<file path="src/source/csr_engine_pkg.sv">
/*
 * Shared widths, types and encodings of the CSR index engine
 */
package csr_engine_pkg;

    // ----------------------------------------------------------
    // Widths
    // ----------------------------------------------------------
    localparam int ADDR_W     = 32;
    localparam int DATA_W     = 32;
    localparam int INDEX_W    = 32;
    localparam int CFG_WORD_W = 32;

    // Bytes per CSR index entry in memory
    localparam int ELEM_BYTES = 4;

    // ----------------------------------------------------------
    // Data types
    // ----------------------------------------------------------
    typedef logic [ADDR_W-1:0]     addr_t;
    typedef logic [DATA_W-1:0]     data_t;
    typedef logic [INDEX_W-1:0]    index_t;
    typedef logic [CFG_WORD_W-1:0] cfg_word_t;

    // Configuration register select
    typedef logic [1:0] cfg_addr_t;

    localparam cfg_addr_t CFG_BASE   = 2'd0;
    localparam cfg_addr_t CFG_FIRST  = 2'd1;
    localparam cfg_addr_t CFG_COUNT  = 2'd2;
    localparam cfg_addr_t CFG_STRIDE = 2'd3;

    // ----------------------------------------------------------
    // Generator FSM
    // ----------------------------------------------------------
    // IDLE       waits for a launch
    // RUN        issues one memory request per index
    // WAIT_DONE  all requests accepted, waits for the queue to drain
    typedef enum logic [1:0] {
        IDLE      = 2'd0,
        RUN       = 2'd1,
        WAIT_DONE = 2'd2
    } gen_state_t;

endpackage : csr_engine_pkg
</file>
<file path="src/source/engine_csr_index.sv">
/*
 * CSR index engine top level
 * Configuration, index generation and completion queue in one pipeline
 */
`timescale 1ns/10ps

module engine_csr_index #(
    parameter int QUEUE_DEPTH = 4
) (
    input  logic                      ap_clk,
    input  logic                      areset_csr_engine,
    input  logic                      cfg_we_i,
    input  csr_engine_pkg::cfg_addr_t cfg_addr_i,
    input  csr_engine_pkg::cfg_word_t cfg_wdata_i,
    input  logic                      start_i,
    output logic                      mem_req_valid_o,
    output csr_engine_pkg::addr_t     mem_req_addr_o,
    input  logic                      mem_req_ready_i,
    input  logic                      mem_rsp_valid_i,
    input  csr_engine_pkg::data_t     mem_rsp_data_i,
    output logic                      eng_req_valid_o,
    output csr_engine_pkg::index_t    eng_req_index_o,
    output csr_engine_pkg::data_t     eng_req_data_o,
    input  logic                      eng_req_ready_i,
    output logic                      done_o
);

    // ----------------------------------------------------------
    // Stage links
    // ----------------------------------------------------------
    logic                   cfg_start;
    csr_engine_pkg::addr_t  cfg_base;
    csr_engine_pkg::index_t cfg_first;
    csr_engine_pkg::index_t cfg_count;
    csr_engine_pkg::index_t cfg_stride;
    logic                   gen_busy;
    logic                   issue_fire;
    csr_engine_pkg::index_t issue_index;
    logic                   slot_free;
    logic                   gen_finished;

    csr_index_config u_config (
        .ap_clk            (ap_clk),
        .areset_csr_engine (areset_csr_engine),
        .cfg_we_i          (cfg_we_i),
        .cfg_addr_i        (cfg_addr_i),
        .cfg_wdata_i       (cfg_wdata_i),
        .start_i           (start_i),
        .gen_busy_i        (gen_busy),
        .cfg_start_o       (cfg_start),
        .cfg_base_o        (cfg_base),
        .cfg_first_o       (cfg_first),
        .cfg_count_o       (cfg_count),
        .cfg_stride_o      (cfg_stride)
    );

    // Queue done also releases the generator from WAIT_DONE
    csr_index_generator u_generator (
        .ap_clk            (ap_clk),
        .areset_csr_engine (areset_csr_engine),
        .cfg_start_i       (cfg_start),
        .cfg_base_i        (cfg_base),
        .cfg_first_i       (cfg_first),
        .cfg_count_i       (cfg_count),
        .cfg_stride_i      (cfg_stride),
        .mem_req_ready_i   (mem_req_ready_i),
        .slot_free_i       (slot_free),
        .queue_done_i      (done_o),
        .mem_req_valid_o   (mem_req_valid_o),
        .mem_req_addr_o    (mem_req_addr_o),
        .issue_fire_o      (issue_fire),
        .issue_index_o     (issue_index),
        .gen_busy_o        (gen_busy),
        .gen_finished_o    (gen_finished)
    );

    csr_completion_queue #(
        .QUEUE_DEPTH (QUEUE_DEPTH)
    ) u_queue (
        .ap_clk            (ap_clk),
        .areset_csr_engine (areset_csr_engine),
        .issue_fire_i      (issue_fire),
        .issue_index_i     (issue_index),
        .mem_rsp_valid_i   (mem_rsp_valid_i),
        .mem_rsp_data_i    (mem_rsp_data_i),
        .eng_req_ready_i   (eng_req_ready_i),
        .gen_finished_i    (gen_finished),
        .slot_free_o       (slot_free),
        .eng_req_valid_o   (eng_req_valid_o),
        .eng_req_index_o   (eng_req_index_o),
        .eng_req_data_o    (eng_req_data_o),
        .done_o            (done_o)
    );

endmodule : engine_csr_index

</file>
<file path="src/source/csr_completion_queue.sv">
/*
 * In-order completion queue
 * Reserves a slot per request, pairs responses with indices, tracks done
 */
`timescale 1ns/10ps

module csr_completion_queue #(
    parameter int QUEUE_DEPTH = 4
) (
    input  logic                   ap_clk,
    input  logic                   areset_csr_engine,
    input  logic                   issue_fire_i,
    input  csr_engine_pkg::index_t issue_index_i,
    input  logic                   mem_rsp_valid_i,
    input  csr_engine_pkg::data_t  mem_rsp_data_i,
    input  logic                   eng_req_ready_i,
    input  logic                   gen_finished_i,
    output logic                   slot_free_o,
    output logic                   eng_req_valid_o,
    output csr_engine_pkg::index_t eng_req_index_o,
    output csr_engine_pkg::data_t  eng_req_data_o,
    output logic                   done_o
);

    localparam int PTR_W = (QUEUE_DEPTH > 1) ? $clog2(QUEUE_DEPTH) : 1;
    localparam int CNT_W = $clog2(QUEUE_DEPTH + 1);

    localparam logic [PTR_W-1:0] LAST_PTR  = PTR_W'(QUEUE_DEPTH - 1);
    localparam logic [CNT_W-1:0] DEPTH_CNT = CNT_W'(QUEUE_DEPTH);

    // Slot storage
    csr_engine_pkg::index_t index_mem [QUEUE_DEPTH];
    csr_engine_pkg::data_t  data_mem  [QUEUE_DEPTH];
    logic [QUEUE_DEPTH-1:0] filled_q;

    logic [PTR_W-1:0] rsv_ptr_q;
    logic [PTR_W-1:0] fill_ptr_q;
    logic [PTR_W-1:0] dlv_ptr_q;
    logic [CNT_W-1:0] occ_q;
    logic [CNT_W-1:0] occ_next;
    logic             eng_fire;
    logic             fin_q;

    function automatic logic [PTR_W-1:0] next_ptr(input logic [PTR_W-1:0] ptr);
        next_ptr = (ptr == LAST_PTR) ? '0 : ptr + PTR_W'(1);
    endfunction

    assign eng_fire = eng_req_valid_o && eng_req_ready_i;

    // Occupancy after this cycle's reservation and delivery
    always_comb begin
        occ_next = occ_q;
        if (issue_fire_i && !eng_fire) begin
            occ_next = occ_q + CNT_W'(1);
        end else if (!issue_fire_i && eng_fire) begin
            occ_next = occ_q - CNT_W'(1);
        end
    end

    assign slot_free_o = (occ_next < DEPTH_CNT);

    // ----------------------------------------------------------
    // Pointers and slot flags
    // ----------------------------------------------------------
    always_ff @(posedge ap_clk) begin
        if (areset_csr_engine) begin
            rsv_ptr_q  <= '0;
            fill_ptr_q <= '0;
            dlv_ptr_q  <= '0;
            occ_q      <= '0;
            filled_q   <= '0;
        end else begin
            occ_q <= occ_next;
            if (issue_fire_i) begin
                rsv_ptr_q <= next_ptr(rsv_ptr_q);
            end
            if (mem_rsp_valid_i) begin
                filled_q[fill_ptr_q] <= 1'b1;
                fill_ptr_q           <= next_ptr(fill_ptr_q);
            end
            // Head slot is always filled here, never the fill slot
            if (eng_fire) begin
                filled_q[dlv_ptr_q] <= 1'b0;
                dlv_ptr_q           <= next_ptr(dlv_ptr_q);
            end
        end
    end

    // Payload
    always_ff @(posedge ap_clk) begin
        if (issue_fire_i) begin
            index_mem[rsv_ptr_q] <= issue_index_i;
        end
        if (mem_rsp_valid_i) begin
            data_mem[fill_ptr_q] <= mem_rsp_data_i;
        end
    end

    assign eng_req_valid_o = filled_q[dlv_ptr_q];
    assign eng_req_index_o = index_mem[dlv_ptr_q];
    assign eng_req_data_o  = data_mem[dlv_ptr_q];

    // ----------------------------------------------------------
    // Done tracking
    // ----------------------------------------------------------
    always_ff @(posedge ap_clk) begin
        if (areset_csr_engine) begin
            fin_q  <= 1'b0;
            done_o <= 1'b0;
        end else begin
            if (gen_finished_i) begin
                fin_q <= 1'b1;
            end else if (issue_fire_i) begin
                fin_q <= 1'b0;
            end
            done_o <= (fin_q || gen_finished_i) && !issue_fire_i && (occ_next == '0);
        end
    end

    // Memory answers only requests that still own an unfilled slot
    a_rsp_has_slot: assert property (
        @(posedge ap_clk) disable iff (areset_csr_engine)
        mem_rsp_valid_i |-> !filled_q[fill_ptr_q] &&
                            (fill_ptr_q != rsv_ptr_q || occ_q == DEPTH_CNT)
    ) else $error("memory response without a reserved slot");

    // Generator honours the slot limit
    a_issue_has_slot: assert property (
        @(posedge ap_clk) disable iff (areset_csr_engine)
        issue_fire_i |-> occ_q < DEPTH_CNT || eng_fire
    ) else $error("request issued with the queue full");

endmodule : csr_completion_queue

</file>
<file path="src/source/csr_index_generator.sv">
/*
 * CSR index generator
 * Walks the index range and issues one memory read request per index
 */
`timescale 1ns/10ps

module csr_index_generator (
    input  logic                   ap_clk,
    input  logic                   areset_csr_engine,
    input  logic                   cfg_start_i,
    input  csr_engine_pkg::addr_t  cfg_base_i,
    input  csr_engine_pkg::index_t cfg_first_i,
    input  csr_engine_pkg::index_t cfg_count_i,
    input  csr_engine_pkg::index_t cfg_stride_i,
    input  logic                   mem_req_ready_i,
    input  logic                   slot_free_i,
    input  logic                   queue_done_i,
    output logic                   mem_req_valid_o,
    output csr_engine_pkg::addr_t  mem_req_addr_o,
    output logic                   issue_fire_o,
    output csr_engine_pkg::index_t issue_index_o,
    output logic                   gen_busy_o,
    output logic                   gen_finished_o
);

    csr_engine_pkg::gen_state_t state_q;

    logic                   req_valid_q;
    logic                   req_fire;
    logic                   last_fire;
    csr_engine_pkg::addr_t  addr_q;
    csr_engine_pkg::addr_t  addr_step_q;
    csr_engine_pkg::index_t index_q;
    csr_engine_pkg::index_t stride_q;
    csr_engine_pkg::index_t remaining_q;

    assign req_fire  = req_valid_q && mem_req_ready_i;
    assign last_fire = req_fire && (remaining_q == csr_engine_pkg::index_t'(1));

    // ----------------------------------------------------------
    // FSM and valid flag
    // ----------------------------------------------------------
    always_ff @(posedge ap_clk) begin
        if (areset_csr_engine) begin
            state_q     <= csr_engine_pkg::IDLE;
            req_valid_q <= 1'b0;
        end else begin
            case (state_q)
                csr_engine_pkg::IDLE: begin
                    req_valid_q <= 1'b0;
                    if (cfg_start_i) begin
                        if (cfg_count_i == '0) begin
                            state_q <= csr_engine_pkg::WAIT_DONE;
                        end else begin
                            state_q <= csr_engine_pkg::RUN;
                        end
                    end
                end
                csr_engine_pkg::RUN: begin
                    if (last_fire) begin
                        req_valid_q <= 1'b0;
                        state_q     <= csr_engine_pkg::WAIT_DONE;
                    end else if (!req_valid_q || req_fire) begin
                        // slot_free_i already counts a reservation made this cycle
                        req_valid_q <= slot_free_i;
                    end
                end
                csr_engine_pkg::WAIT_DONE: begin
                    req_valid_q <= 1'b0;
                    if (queue_done_i) begin
                        state_q <= csr_engine_pkg::IDLE;
                    end
                end
                default: begin
                    req_valid_q <= 1'b0;
                    state_q     <= csr_engine_pkg::IDLE;
                end
            endcase
        end
    end

    // ----------------------------------------------------------
    // Index and address walk
    // ----------------------------------------------------------
    // Run parameters are captured at launch, so later host writes leave the run alone
    always_ff @(posedge ap_clk) begin
        if (state_q == csr_engine_pkg::IDLE && cfg_start_i) begin
            addr_q      <= cfg_base_i + csr_engine_pkg::addr_t'(cfg_first_i) *
                           csr_engine_pkg::addr_t'(csr_engine_pkg::ELEM_BYTES);
            addr_step_q <= csr_engine_pkg::addr_t'(cfg_stride_i) *
                           csr_engine_pkg::addr_t'(csr_engine_pkg::ELEM_BYTES);
            index_q     <= cfg_first_i;
            stride_q    <= cfg_stride_i;
            remaining_q <= cfg_count_i;
        end else if (req_fire) begin
            addr_q      <= addr_q + addr_step_q;
            index_q     <= index_q + stride_q;
            remaining_q <= remaining_q - csr_engine_pkg::index_t'(1);
        end
    end

    assign mem_req_valid_o = req_valid_q;
    assign mem_req_addr_o  = addr_q;
    assign issue_fire_o    = req_fire;
    assign issue_index_o   = index_q;
    assign gen_busy_o      = (state_q != csr_engine_pkg::IDLE);

    // Last accepted request, or straight away for an empty range
    assign gen_finished_o  = last_fire ||
                             (state_q == csr_engine_pkg::IDLE && cfg_start_i &&
                              cfg_count_i == '0);

    // Memory sees a steady request while it stalls
    a_req_stable: assert property (
        @(posedge ap_clk) disable iff (areset_csr_engine)
        mem_req_valid_o && !mem_req_ready_i |=> mem_req_valid_o && $stable(mem_req_addr_o)
    ) else $error("memory request changed under back-pressure");

endmodule : csr_index_generator

</file>
<file path="src/source/csr_index_config.sv">
/*
 * CSR index configuration stage
 * Holds the host registers and turns an accepted start into a launch pulse
 */
`timescale 1ns/10ps

module csr_index_config (
    input  logic                      ap_clk,
    input  logic                      areset_csr_engine,
    input  logic                      cfg_we_i,
    input  csr_engine_pkg::cfg_addr_t cfg_addr_i,
    input  csr_engine_pkg::cfg_word_t cfg_wdata_i,
    input  logic                      start_i,
    input  logic                      gen_busy_i,
    output logic                      cfg_start_o,
    output csr_engine_pkg::addr_t     cfg_base_o,
    output csr_engine_pkg::index_t    cfg_first_o,
    output csr_engine_pkg::index_t    cfg_count_o,
    output csr_engine_pkg::index_t    cfg_stride_o
);

    logic cfg_open;

    // Host access is open while the generator is idle and no launch is pending
    assign cfg_open = !gen_busy_i && !cfg_start_o;

    // ----------------------------------------------------------
    // Configuration registers
    // ----------------------------------------------------------
    always_ff @(posedge ap_clk) begin
        if (areset_csr_engine) begin
            cfg_base_o   <= '0;
            cfg_first_o  <= '0;
            cfg_count_o  <= '0;
            cfg_stride_o <= '0;
        end else if (cfg_we_i && cfg_open) begin
            case (cfg_addr_i)
                csr_engine_pkg::CFG_BASE: begin
                    cfg_base_o <= csr_engine_pkg::addr_t'(cfg_wdata_i);
                end
                csr_engine_pkg::CFG_FIRST: begin
                    cfg_first_o <= csr_engine_pkg::index_t'(cfg_wdata_i);
                end
                csr_engine_pkg::CFG_COUNT: begin
                    cfg_count_o <= csr_engine_pkg::index_t'(cfg_wdata_i);
                end
                // CFG_STRIDE
                default: begin
                    cfg_stride_o <= csr_engine_pkg::index_t'(cfg_wdata_i);
                end
            endcase
        end
    end

    // ----------------------------------------------------------
    // Launch pulse
    // ----------------------------------------------------------
    always_ff @(posedge ap_clk) begin
        if (areset_csr_engine) begin
            cfg_start_o <= 1'b0;
        end else begin
            cfg_start_o <= start_i && cfg_open;
        end
    end

    // Generator has to see each launch from IDLE
    a_launch_when_idle: assert property (
        @(posedge ap_clk) disable iff (areset_csr_engine)
        !(cfg_start_o && gen_busy_i)
    ) else $error("launch pulse while the generator is busy");

endmodule : csr_index_config

</file>
<file path="config.mk">
export PLATFORM = sky130hd
export DESIGN_NAME = engine_csr_index
export DESIGN_NICKNAME = d
export VERILOG_FILES = /design/src/source/csr_engine_pkg.sv /design/src/source/engine_csr_index.sv /design/src/source/csr_completion_queue.sv /design/src/source/csr_index_generator.sv /design/src/source/csr_index_config.sv
export SDC_FILE = /design/constraint.sdc
export NUM_CORES = 1
export LEC_CHECK = 0
export ABC_AREA = 1
export BUFFER_PORTS_ARGS = -buffer_cell sky130_fd_sc_hd__buf_2
export CORE_ASPECT_RATIO = 1.2
export CORE_MARGIN = 8
export CORE_UTILIZATION = 30
export DETAILED_ROUTE_END_ITERATION = 7
export RECOVER_POWER = 25
export SKIP_LAST_GASP = 1
export SYNTH_ARGS = -nofsm -noshare
export SYNTH_HDL_FRONTEND = slang
export SYNTH_HIERARCHICAL = 1
export SYNTH_SLANG_ARGS = --single-unit
</file>
<file path="constraint.sdc">
create_clock -name ap_clk -period 4.16 [get_ports ap_clk]
set_clock_uncertainty 0.2 [all_clocks]
set_input_delay 0.624 -clock ap_clk [delete_from_list [all_inputs] [get_ports ap_clk]]
set_output_delay 0.624 -clock ap_clk [all_outputs]
set_load 0.01 [all_outputs]
</file>
## After elaboration in Yosys (flattened, before gate mapping)

Memories as Yosys holds them, arrays and structs flattened. A register that Yosys moved wholly into a read port is not among the register bits.
Cells that the tools add are included.

- RAM bits: 256
- Register bits: 305
- Input port bits: 73
- Memories: 2
- Output and inout port bits: 99
- Logic and storage cells: 122

Memory list:

| name | depth | bits a word | rd ports | clocked after memory_dff | wr ports | line | source |
|---|---|---|---|---|---|---|---|
| u_queue.data_mem | 4 | 32 | 1 | 1 | 1 | csr_completion_queue.sv:33 | `csr_engine_pkg::data_t data_mem [QUEUE_DEPTH];` |
| u_queue.index_mem | 4 | 32 | 1 | 1 | 1 | csr_completion_queue.sv:32 | `csr_engine_pkg::index_t index_mem [QUEUE_DEPTH];` |

- Multiplexer cells: 35
- Reductions and logical operators: 36
- Order comparisons: 5
- Eq/ne operators: 11
- Bitwise operators: 5
- Add/sub/neg operators: 9

Operators with widths:

| cell | count |
|---|---|
| $mux 32 | 6 |
| $add 32x32->32 | 3 |
| $eq 32x1->1 const B | 1 |
| $logic_not 32->1 | 1 |
| $sub 32x1->32 const B | 1 |
| $mux 2 | 11 |
| $logic_and 1x1->1 | 14 |
| $mux 4 | 3 |
| $eq 2x2->1 const B | 5 |
| $mux 1 | 9 |
| $reduce_and 2->1 | 4 |
| $add 2x1->2 const B | 3 |
| $lt 2x3->1 const B | 2 |
| $mux 3 | 2 |
| $pmux 2 s3 | 1 |
| $reduce_bool 2->1 | 3 |
| $reduce_or 3->1 | 2 |
| $logic_not 1->1 | 5 |
| $and 4x4->4 | 1 |
| $demux 1 s2 | 2 |
| $eq 2x1->1 const B | 2 |
| $ge 2x1->1 const B | 2 |
| $logic_not 2->1 | 2 |
| $ne 2x1->1 const B | 2 |
| other kinds (11) | 14 |

## Depth between registers and ports, before layout

Gate-level depths: netlist of run 1.

- Depth in word-level cells: 9
- Depth in mapped cells: 13

## Hierarchy

Netlist of run 1, hierarchy kept.

By module, submodules not included:

| module | area each (um^2) | instances | seq. area each (um^2) | cells an instance |
|---|---|---|---|---|
| csr_index_generator | 12,570.8 | 1 | 3,903.7 | 1,986 |
| csr_completion_queue | 10,396.2 | 1 | 8,027.7 | 739 |
| csr_index_config | 5,800.6 | 1 | 2,582.5 | 885 |

## Worst setup path after synthesis of run 1

No wires, ideal clock.

- Kind: register to register
- Start: reg u_generator.state_q[0]
- End: reg u_generator.index_q[0], in the netlist u_generator/issue_index_o[0] (enable)
- Cell stages (with the launch flop): 7
- Library setup time: 456 ps
- Setup slack: 586 ps
- Buffers on the path: 1
- Arrival: 2,918 ps
- Cells stage by stage: dfxtp_1 nor2_1 inv_1 nor2_2 inv_2 buf_2 nand2_1

- Word-level cells in the longest chain between the ends: 3

RTL lines:

| item | line | source |
|---|---|---|
| from (decl) | csr_index_generator.sv:26 | `csr_engine_pkg::gen_state_t state_q;` |
| from (signal assigned) | csr_index_generator.sv:45 | `state_q <= csr_engine_pkg::IDLE;` |
| from (signal assigned) | csr_index_generator.sv:53 | `state_q <= csr_engine_pkg::WAIT_DONE;` |
| from (signal assigned) | csr_index_generator.sv:55 | `state_q <= csr_engine_pkg::RUN;` |
| $logic_not 2->1 | csr_index_generator.sv:87 | `if (state_q == csr_engine_pkg::IDLE && cfg_start_i) begin` |
| $logic_and 1x1->1 | csr_index_generator.sv:87 |  |
| $reduce_bool 2->1 (no line) | n/a |  |
| to (signal assigned) | csr_index_generator.sv:92 | `index_q <= cfg_first_i;` |
| to (signal assigned) | csr_index_generator.sv:97 | `index_q <= index_q + stride_q;` |
| to (decl) | csr_index_generator.sv:33 | `csr_engine_pkg::index_t index_q;` |

Every way passes these cells.
A chain may end at the register's enable or synchronous reset.

==> results.md, run 1 <==
* Top cell type's share of synthesized area at 0.4008
* Core area at 95110 um2
* TritonCTS clock tree: yes
* Final Slew Violations at 0
* Largest net degree at the start of global routing at 79
* Net Sw Frac at 0.3132
* I/O Buffers at 171
* Fmax at 289.5 MHz
* Worst Tran Pin Value at 0.9687 ns
* Worst relative slew slack at 0.3542
* Resized Gates After CTS at 0
* Area occupied by multi-input gates at 11730 um2
* CP Capture Type: primary output
* RePlAce Congestion at 0.9329
* Fin area at 32990 um2
* Logic pwr share at 0.216
* Worst setup SP type: flop
* Die height at 355.2 um
* Sw power at 4595 uW
* CTS HTree Levels at 2
* PwrDens at 444.7 nW/um2
* GRT overflow at 0
* Maxcap violations at 0
* All-layer global routing usage at 0.1543
* Synth Instances at 3610
* Rows at 124
* Clock Tree Buf Depth at 3
* Final setup fails at 0
* Vias at 23.88k
* Clk_lat worst skew at 0.62 ns
* Synth top cells by count: nand2_1 (982), nor2_1 (522), inv_1 (520), edfxtp_1 (384), o21ai_0 (176)
* Initial antenna violation count at 3
* Synth Area in Adders at 0.04776
* First DRT Iteration DRCs at 1580
* Largest cells by area after synthesis: edfxtp_1 (40%), nand2_1 (13%), dfxtp_1 (10%)
* Nets@finish at 3946
* Drt first pass iters at 6
* RSZ-0062 raised after global routing: false
* Cell leakage power at 0.01459 uW
* Vias per cell at 4.707
* Register area share after synthesis at 0.5045
* CP Max Fanout at 50
* Yosys top cell by area: edfxtp_1
* CTS clk-pin slew, worst paths at 0.06 ns
* Dpl cell area at 30990 um2
* WP data required at 3.34 ns
* Most common cell in the netlist: nand2_1
* Clock share of power at 0.344
* Yosys cell types at 49
* HPWL Detailed at 63630 um
* First-pass GRT wire length at 130900 um
* Setup Crit Path Kind: reg2out
* Initial core utilization at 0.3025
* Syn. warnings at 6
* Layout fillers at 9968
* Hold Fails Final Rpt at 0
* Worst vdd ir at 0.2064 mV
* Post-Synth Simple-Gate Area at 0.2764
* Total CTS buffers at 57
* Top-Level Pins at 172
* Setup ws final at 0.7062 ns
* DRT antenna net count at 0
* Fin crit period at 3.454 ns
* Die W at 298.7 um
* Register Area at 14520 um2
* Final hold slack at 0.04817 ns
* FF+latch count, synth at 533
* Total internal power at 10080 uW
* Final worst path period share at 0.8302
* Dpl ws at 1.260 ns
* Critical Path AT at 2.63 ns
* Reg power frac at 0.440
* Die area at 106100 um2
* Vias in the first global route at 22.82k
* Share of cells above drive strength 1 at 0.08998
* Mean Syn Cell Area at 7.969 um2
* Mapped Nets at 3791
* Setup_tns at 0 ns
* Status: finished, final reports clean
* Layout area overhead at 14.68%
* Post-synthesis mux area share at 0
* Compound-Gate Fraction of Synth Area at 0.07259
* Sink Count at 533
* Asr flop ratio synth at 0
* Largest family of logic cells by synthesized area: simple AND/OR/NAND/NOR gates
* WL/cell at 16.79 um
* Worst Hold Class: in2reg
* Mapped Area at 28770 um2
* Post-Synth XOR/XNOR Area at 0.01000
* Most used DFF post-synth: edfxtp_1
* EDFF count, synth at 384
* CTS root buf: clkbuf_16
* DRC viols at 0
* Routed wire length at 85170 um
-- repair_timing --
| action | in CTS | in global routing |
|---|---|---|
| endpoints found under the hold margin | 45 | 0 |
| setup buffers | 0 | 0 |
| hold buffers | 15 | 0 |
-- layer usage --
| layer | GRT usage | share of wire | vias to the layer above | routed length [um] |
|---|---|---|---|---|
| li1 | - | - | 12080 | - |
| met3 | 0.02680 | 0.060 | 122 | 5129 |
| met4 | 0.03988 | 0.025 | 4 | 2133 |
| met5 | 0 | 0.00031 | - | 26 |
| met2 | 0.2613 | 0.46 | 665 | 39580 |
| met1 | 0.2028 | 0.45 | 11010 | 38300 |
-- power by group through the flow --
| stage | clock (uW) | sequential, uW | combinational (uW) |
|---|---|---|---|
| floorplan | 0 | 6440 | 2180 |
| global placement | 0 | 6560 | 3120 |
| detailed placement | 0 | 6570 | 3160 |
| CTS | 5180 | 6450 | 3180 |
| global route | 5370 | 6490 | 3580 |
| finish | 5050 | 6450 | 3170 |
-- worst paths after layout --
path | startpoint | end | slack (ns) | depth (start not counted)
max | flop | eng_req_data_o[24] | 0.71 | 5
min | start_i | u_config/cfg_start_o$_SDFF_PP0_ | 0.05 | 3
max reg2reg | u_generator/state_q[1]$_SDFFE_PP0P_ | u_generator/mem_req_addr_o[11]$_DFFE_PP_ | 1.25 | 7
min reg2reg | u_config/cfg_stride_o[22]$_SDFFE_PP0P_ | u_generator/stride_q[22]$_DFFE_PP_ | 0.23 | 0
-- worst max-delay path: stages (launching register included) --
cell	delay, ns
dfxtp_4	0.62
clkinv_2	0.46
buf_4	0.42
o21ai_0	0.24
o22ai_1	0.10
buf_2	0.15
-- registers in the layout, summed over array words and instances, names as in the netlist, 3 cells and up, named ones only --
name,flops
u_queue/data_mem,128
u_queue/index_mem,128
u_config/cfg_base_o,32
u_config/cfg_count_o,32
u_config/cfg_first_o,32
u_config/cfg_stride_o,32
u_generator/issue_index_o,32
u_generator/mem_req_addr_o,32
u_generator/remaining_q,32
u_generator/stride_q,32
u_queue/filled_q,4
u_queue/occ_q,3
-- cells by family after synthesis --
family / count (synthesis)
adder cells (fa/ha/maj): 108
XOR/XNOR: 32
buffers and inverters: 656
flip-flops: 533
AND/OR/NAND/NOR: 1894
AO/OA/AOI/OAI: 387
-- cells in the final DEF (no fill, tap or decap), drive strengths merged, types with 4 or more instances in the layout --
master	netlist	layout
o21ai	201	201
edfxtp	384	384
buf	77	185
nand4	146	146
a21oi	100	100
xnor2	15	15
nand2	996	996
or2	12	12
o22ai	66	66
xor2	17	17
nor2	540	540
nor3	19	19
clkinvlp	0	4
dlygate4sd3	0	15
nand3	162	162
clkinv	0	21
o21bai	9	9
inv	528	529
and2	5	5
clkbuf	51	101
ha	105	105
nand3b	6	6
dfxtp	149	149
nor4	4	4
-- through the flow --
stage          std cells  utilization  total power (uW)
3_3_place_gp        4951       0.3258              9681
2_1_floorplan       3610            -              8619
5_1_grt             5073       0.3469             15440
3_5_place_dp        4951       0.3258              9723
4_1_cts             5072       0.3472             14810
6_report            5073       0.3469             14670
-- area by class of cell --
cell class | instances | share of cell area
diodes | 1 | 0.00007585
clock buffers | 77 | 0.04847
clock inverters | 29 | 0.008495
inverters | 528 | 0.06015
multi-input cells | 2421 | 0.3555
flip-flops and latches | 533 | 0.4401
well taps | 1260 | 0.04779
repair buffers | 224 | 0.03944
Power figures use the tool's default switching activity.
==> inputs of run 2 (changes only) <==
==> constraint.sdc (replaced) <==
create_clock -name ap_clk -period 3.4 [get_ports ap_clk]
set_clock_uncertainty 0.2 [all_clocks]
set_input_delay 0.51 -clock ap_clk [delete_from_list [all_inputs] [get_ports ap_clk]]
set_output_delay 0.51 -clock ap_clk [all_outputs]
set_load 0.01 [all_outputs]
==> run 2 against run 1 <==
Net effect: utilization rose by 0.48 points; worst hold slack gained 0.0081 ns; non-clock buffer count grew 23; clock-buffer cell count fell by 3; total power grew 26%; clock power grew 32%; largest power group unchanged; highest routed layer unchanged.
==> results.md, run 2 (synthesis results as in run 1) <==
* Setup Crit Path Kind: reg2out (unchanged)
* Worst setup SP type: flop (unchanged)
* Register Area at 14520 um2 (unchanged)
* Nets@finish at 3971 (was 3946)
* Clk_lat worst skew at 0.65 ns (was 0.62 ns)
* Largest net degree at the start of global routing at 137 (was 79)
* CTS root buf: clkbuf_16 (unchanged)
* Vias in the first global route at 22.88k (was 22.82k)
* Top flop regs: u_queue/data_mem: 128 flops, u_queue/index_mem: 128 flops (unchanged)
* Final setup fails at 0 (unchanged)
* Final hold slack at 0.05630 ns (was 0.04817 ns)
* Reg power frac at 0.424 (was 0.440)
* Clock share of power at 0.362 (was 0.344)
* Total power draw at 18480 uW (was 14670 uW)
* Routed wire length at 84170 um (was 85170 um)
* Worst Tran Pin Value at 0.7885 ns (was 0.9687 ns)
* RSZ-0062 raised after global routing: false (unchanged)
* Vias per cell at 4.690 (was 4.707)
* Fmax at 329.7 MHz
* CP Capture Type: primary output (unchanged)
* Share of cells above drive strength 1 at 0.09089 (was 0.08998)
* Initial core utilization at 0.3025 (unchanged)
* Top-Level Pins at 172 (unchanged)
* Commonest non-fill, non-tap cells in the layout: nand2_1 (981), nor2_1 (520), inv_1 (519) (unchanged)
* First DRT Iteration DRCs at 1695 (was 1580)
* Drt first pass iters at 6 (unchanged)
* Die height at 355.2 um (unchanged)
* Setup_tns at 0 ns (unchanged)
* # diodes at 0 (was 1)
* Fin crit period at 3.033 ns
* GRT overflow at 0 (unchanged)
* Total internal power at 12770 uW (was 10080 uW)
* Resized Gates After CTS at 0 (unchanged)
* RePlAce Congestion at 0.9077 (was 0.9329)
* Maxcap violations at 0 (unchanged)
* All-layer global routing usage at 0.1540 (was 0.1543)
* Layout area overhead at 16.28% (was 14.68%)
* Area occupied by multi-input gates at 11720 um2 (was 11730 um2)
* Die area at 106100 um2 (unchanged)
* CP Max Fanout at 64 (was 50)
* CTS clk-pin slew, worst paths at 0.06 ns (about the same)
* Core area at 95110 um2 (unchanged)
* Dpl cell area at 31060 um2 (was 30990 um2)
* Net Sw Frac at 0.3090 (was 0.3132)
* HPWL Detailed at 61950 um (was 63630 um)
* Worst vdd ir at 0.4110 mV (was 0.2064 mV)
* Setup repair bufs after CTS at 0 (unchanged)
* WP data required at 2.69 ns (was 3.34 ns)
* Layout fillers at 9923 (was 9968)
* Clock Tree Buf Depth at 3 (unchanged)
* Worst Hold Class: in2reg (unchanged)
* Worst relative slew slack at 0.4743 (was 0.3542)
* Status: finished, final reports clean (unchanged)
* DRT antenna net count at 0 (unchanged)
* Final Slew Violations at 0 (unchanged)
* Vias at 23.92k (was 23.88k)
* Commonest non-fill, non-tap cell in the layout: nand2_1 (unchanged)
* PwrDens at 552.5 nW/um2 (was 444.7 nW/um2)
* R2R setup slack at 0.73 ns (was 1.25 ns)
* CTS HTree Levels at 2 (unchanged)
* First-pass GRT wire length at 130500 um (was 130900 um)
* Die W at 298.7 um (unchanged)
* Fin area at 33450 um2 (was 32990 um2)
* Sw power at 5711 uW (was 4595 uW)
* Critical Path AT at 2.32 ns (was 2.63 ns)
* WL/cell at 16.50 um (was 16.79 um)
* Sink Count at 533 (unchanged)
* Logic pwr share at 0.214 (was 0.216)
* Total CTS buffers at 59 (was 57)
* Hold Fails Final Rpt at 0 (unchanged)
* Final worst path period share at 0.8921
* Rows at 124 (unchanged)
* Cell leakage power at 0.01478 uW (was 0.01459 uW)
* Initial antenna violation count at 4 (was 3)
* DRC viols at 0 (unchanged)
* TritonCTS clock tree: yes (unchanged)
* I/O Buffers at 171 (unchanged)
[run 2: cell types whose count changed in the layout (fill, tap and decap cells not counted), sizes merged]
cell,before,now
inv,529,528
dlygate4sd3,15,35
clkinv,21,25
bufinv,3,6
clkbuf,101,103
buf,185,183
clkinvlp,4,6
diode,1,0
[run 2: layer usage]
| metal | global-route usage | part of all wire | wire length, um | up-vias |
|---|---|---|---|---|
| met5 | 0 | 0.00046 | 39 | - |
| met2 | 0.2571 | 0.46 | 38870 | 623 |
| met3 | 0.02571 | 0.061 | 5113 | 115 |
| li1 | - | - | - | 12120 |
| met1 | 0.2056 | 0.45 | 38130 | 11060 |
| met4 | 0.04075 | 0.024 | 2020 | 6 |
[run 2: cell type report]
cell class / count / share of cell area
Clock buffer: 74 / 0.04990
Clock inverter: 37 / 0.01227
Inverter: 528 / 0.05932
Multi-Input combinational cell: 2421 / 0.3505
Sequential cell: 533 / 0.4340
Tap cell: 1260 / 0.04713
Timing Repair Buffer: 247 / 0.04687
[run 2: power by group through the flow]
stage	clock network, uW	logic [uW]	registers (uW)
floorplan	0	2670	7870
global placement	0	3890	7970
detailed placement	0	3930	7980
CTS	6870	3970	7850
global route	7110	4480	7890
finish	6690	3950	7840
[run 2: final timing paths]
check | from | endpoint | depth (start not counted)
max | flop | eng_req_index_o[31] | 4
min | eng_req_ready_i | flop | 3
max reg2reg | u_generator/issue_index_o[0]$_DFFE_PP_ | u_generator/issue_index_o[14]$_DFFE_PP_ | 11
min reg2reg | u_config/cfg_stride_o[29]$_SDFFE_PP0P_ | u_generator/stride_q[29]$_DFFE_PP_ | 0
[run 2: metrics by stage]
stage          instances  utilization  setup WS [ns]
2_1_floorplan       3610            -         0.7528
3_3_place_gp        4954       0.3266         0.6923
3_5_place_dp        4954       0.3266         0.6363
4_1_cts             5100       0.3521         0.3106
5_1_grt             5100       0.3517         0.2282
6_report            5100       0.3517         0.3669
[run 2: what timing repair did]
item	CTS	global route
setup endpoints to repair	0	0
hold buffers	35	0
endpoints found under the hold margin	131	0
[run 2: worst max-delay path, cell delays in order, from the launching register on]
cell and delay, ns:
dfxtp_2 0.33, buf_4 0.58, o21ai_0 0.19, o22ai_1 0.32, buf_2 0.20
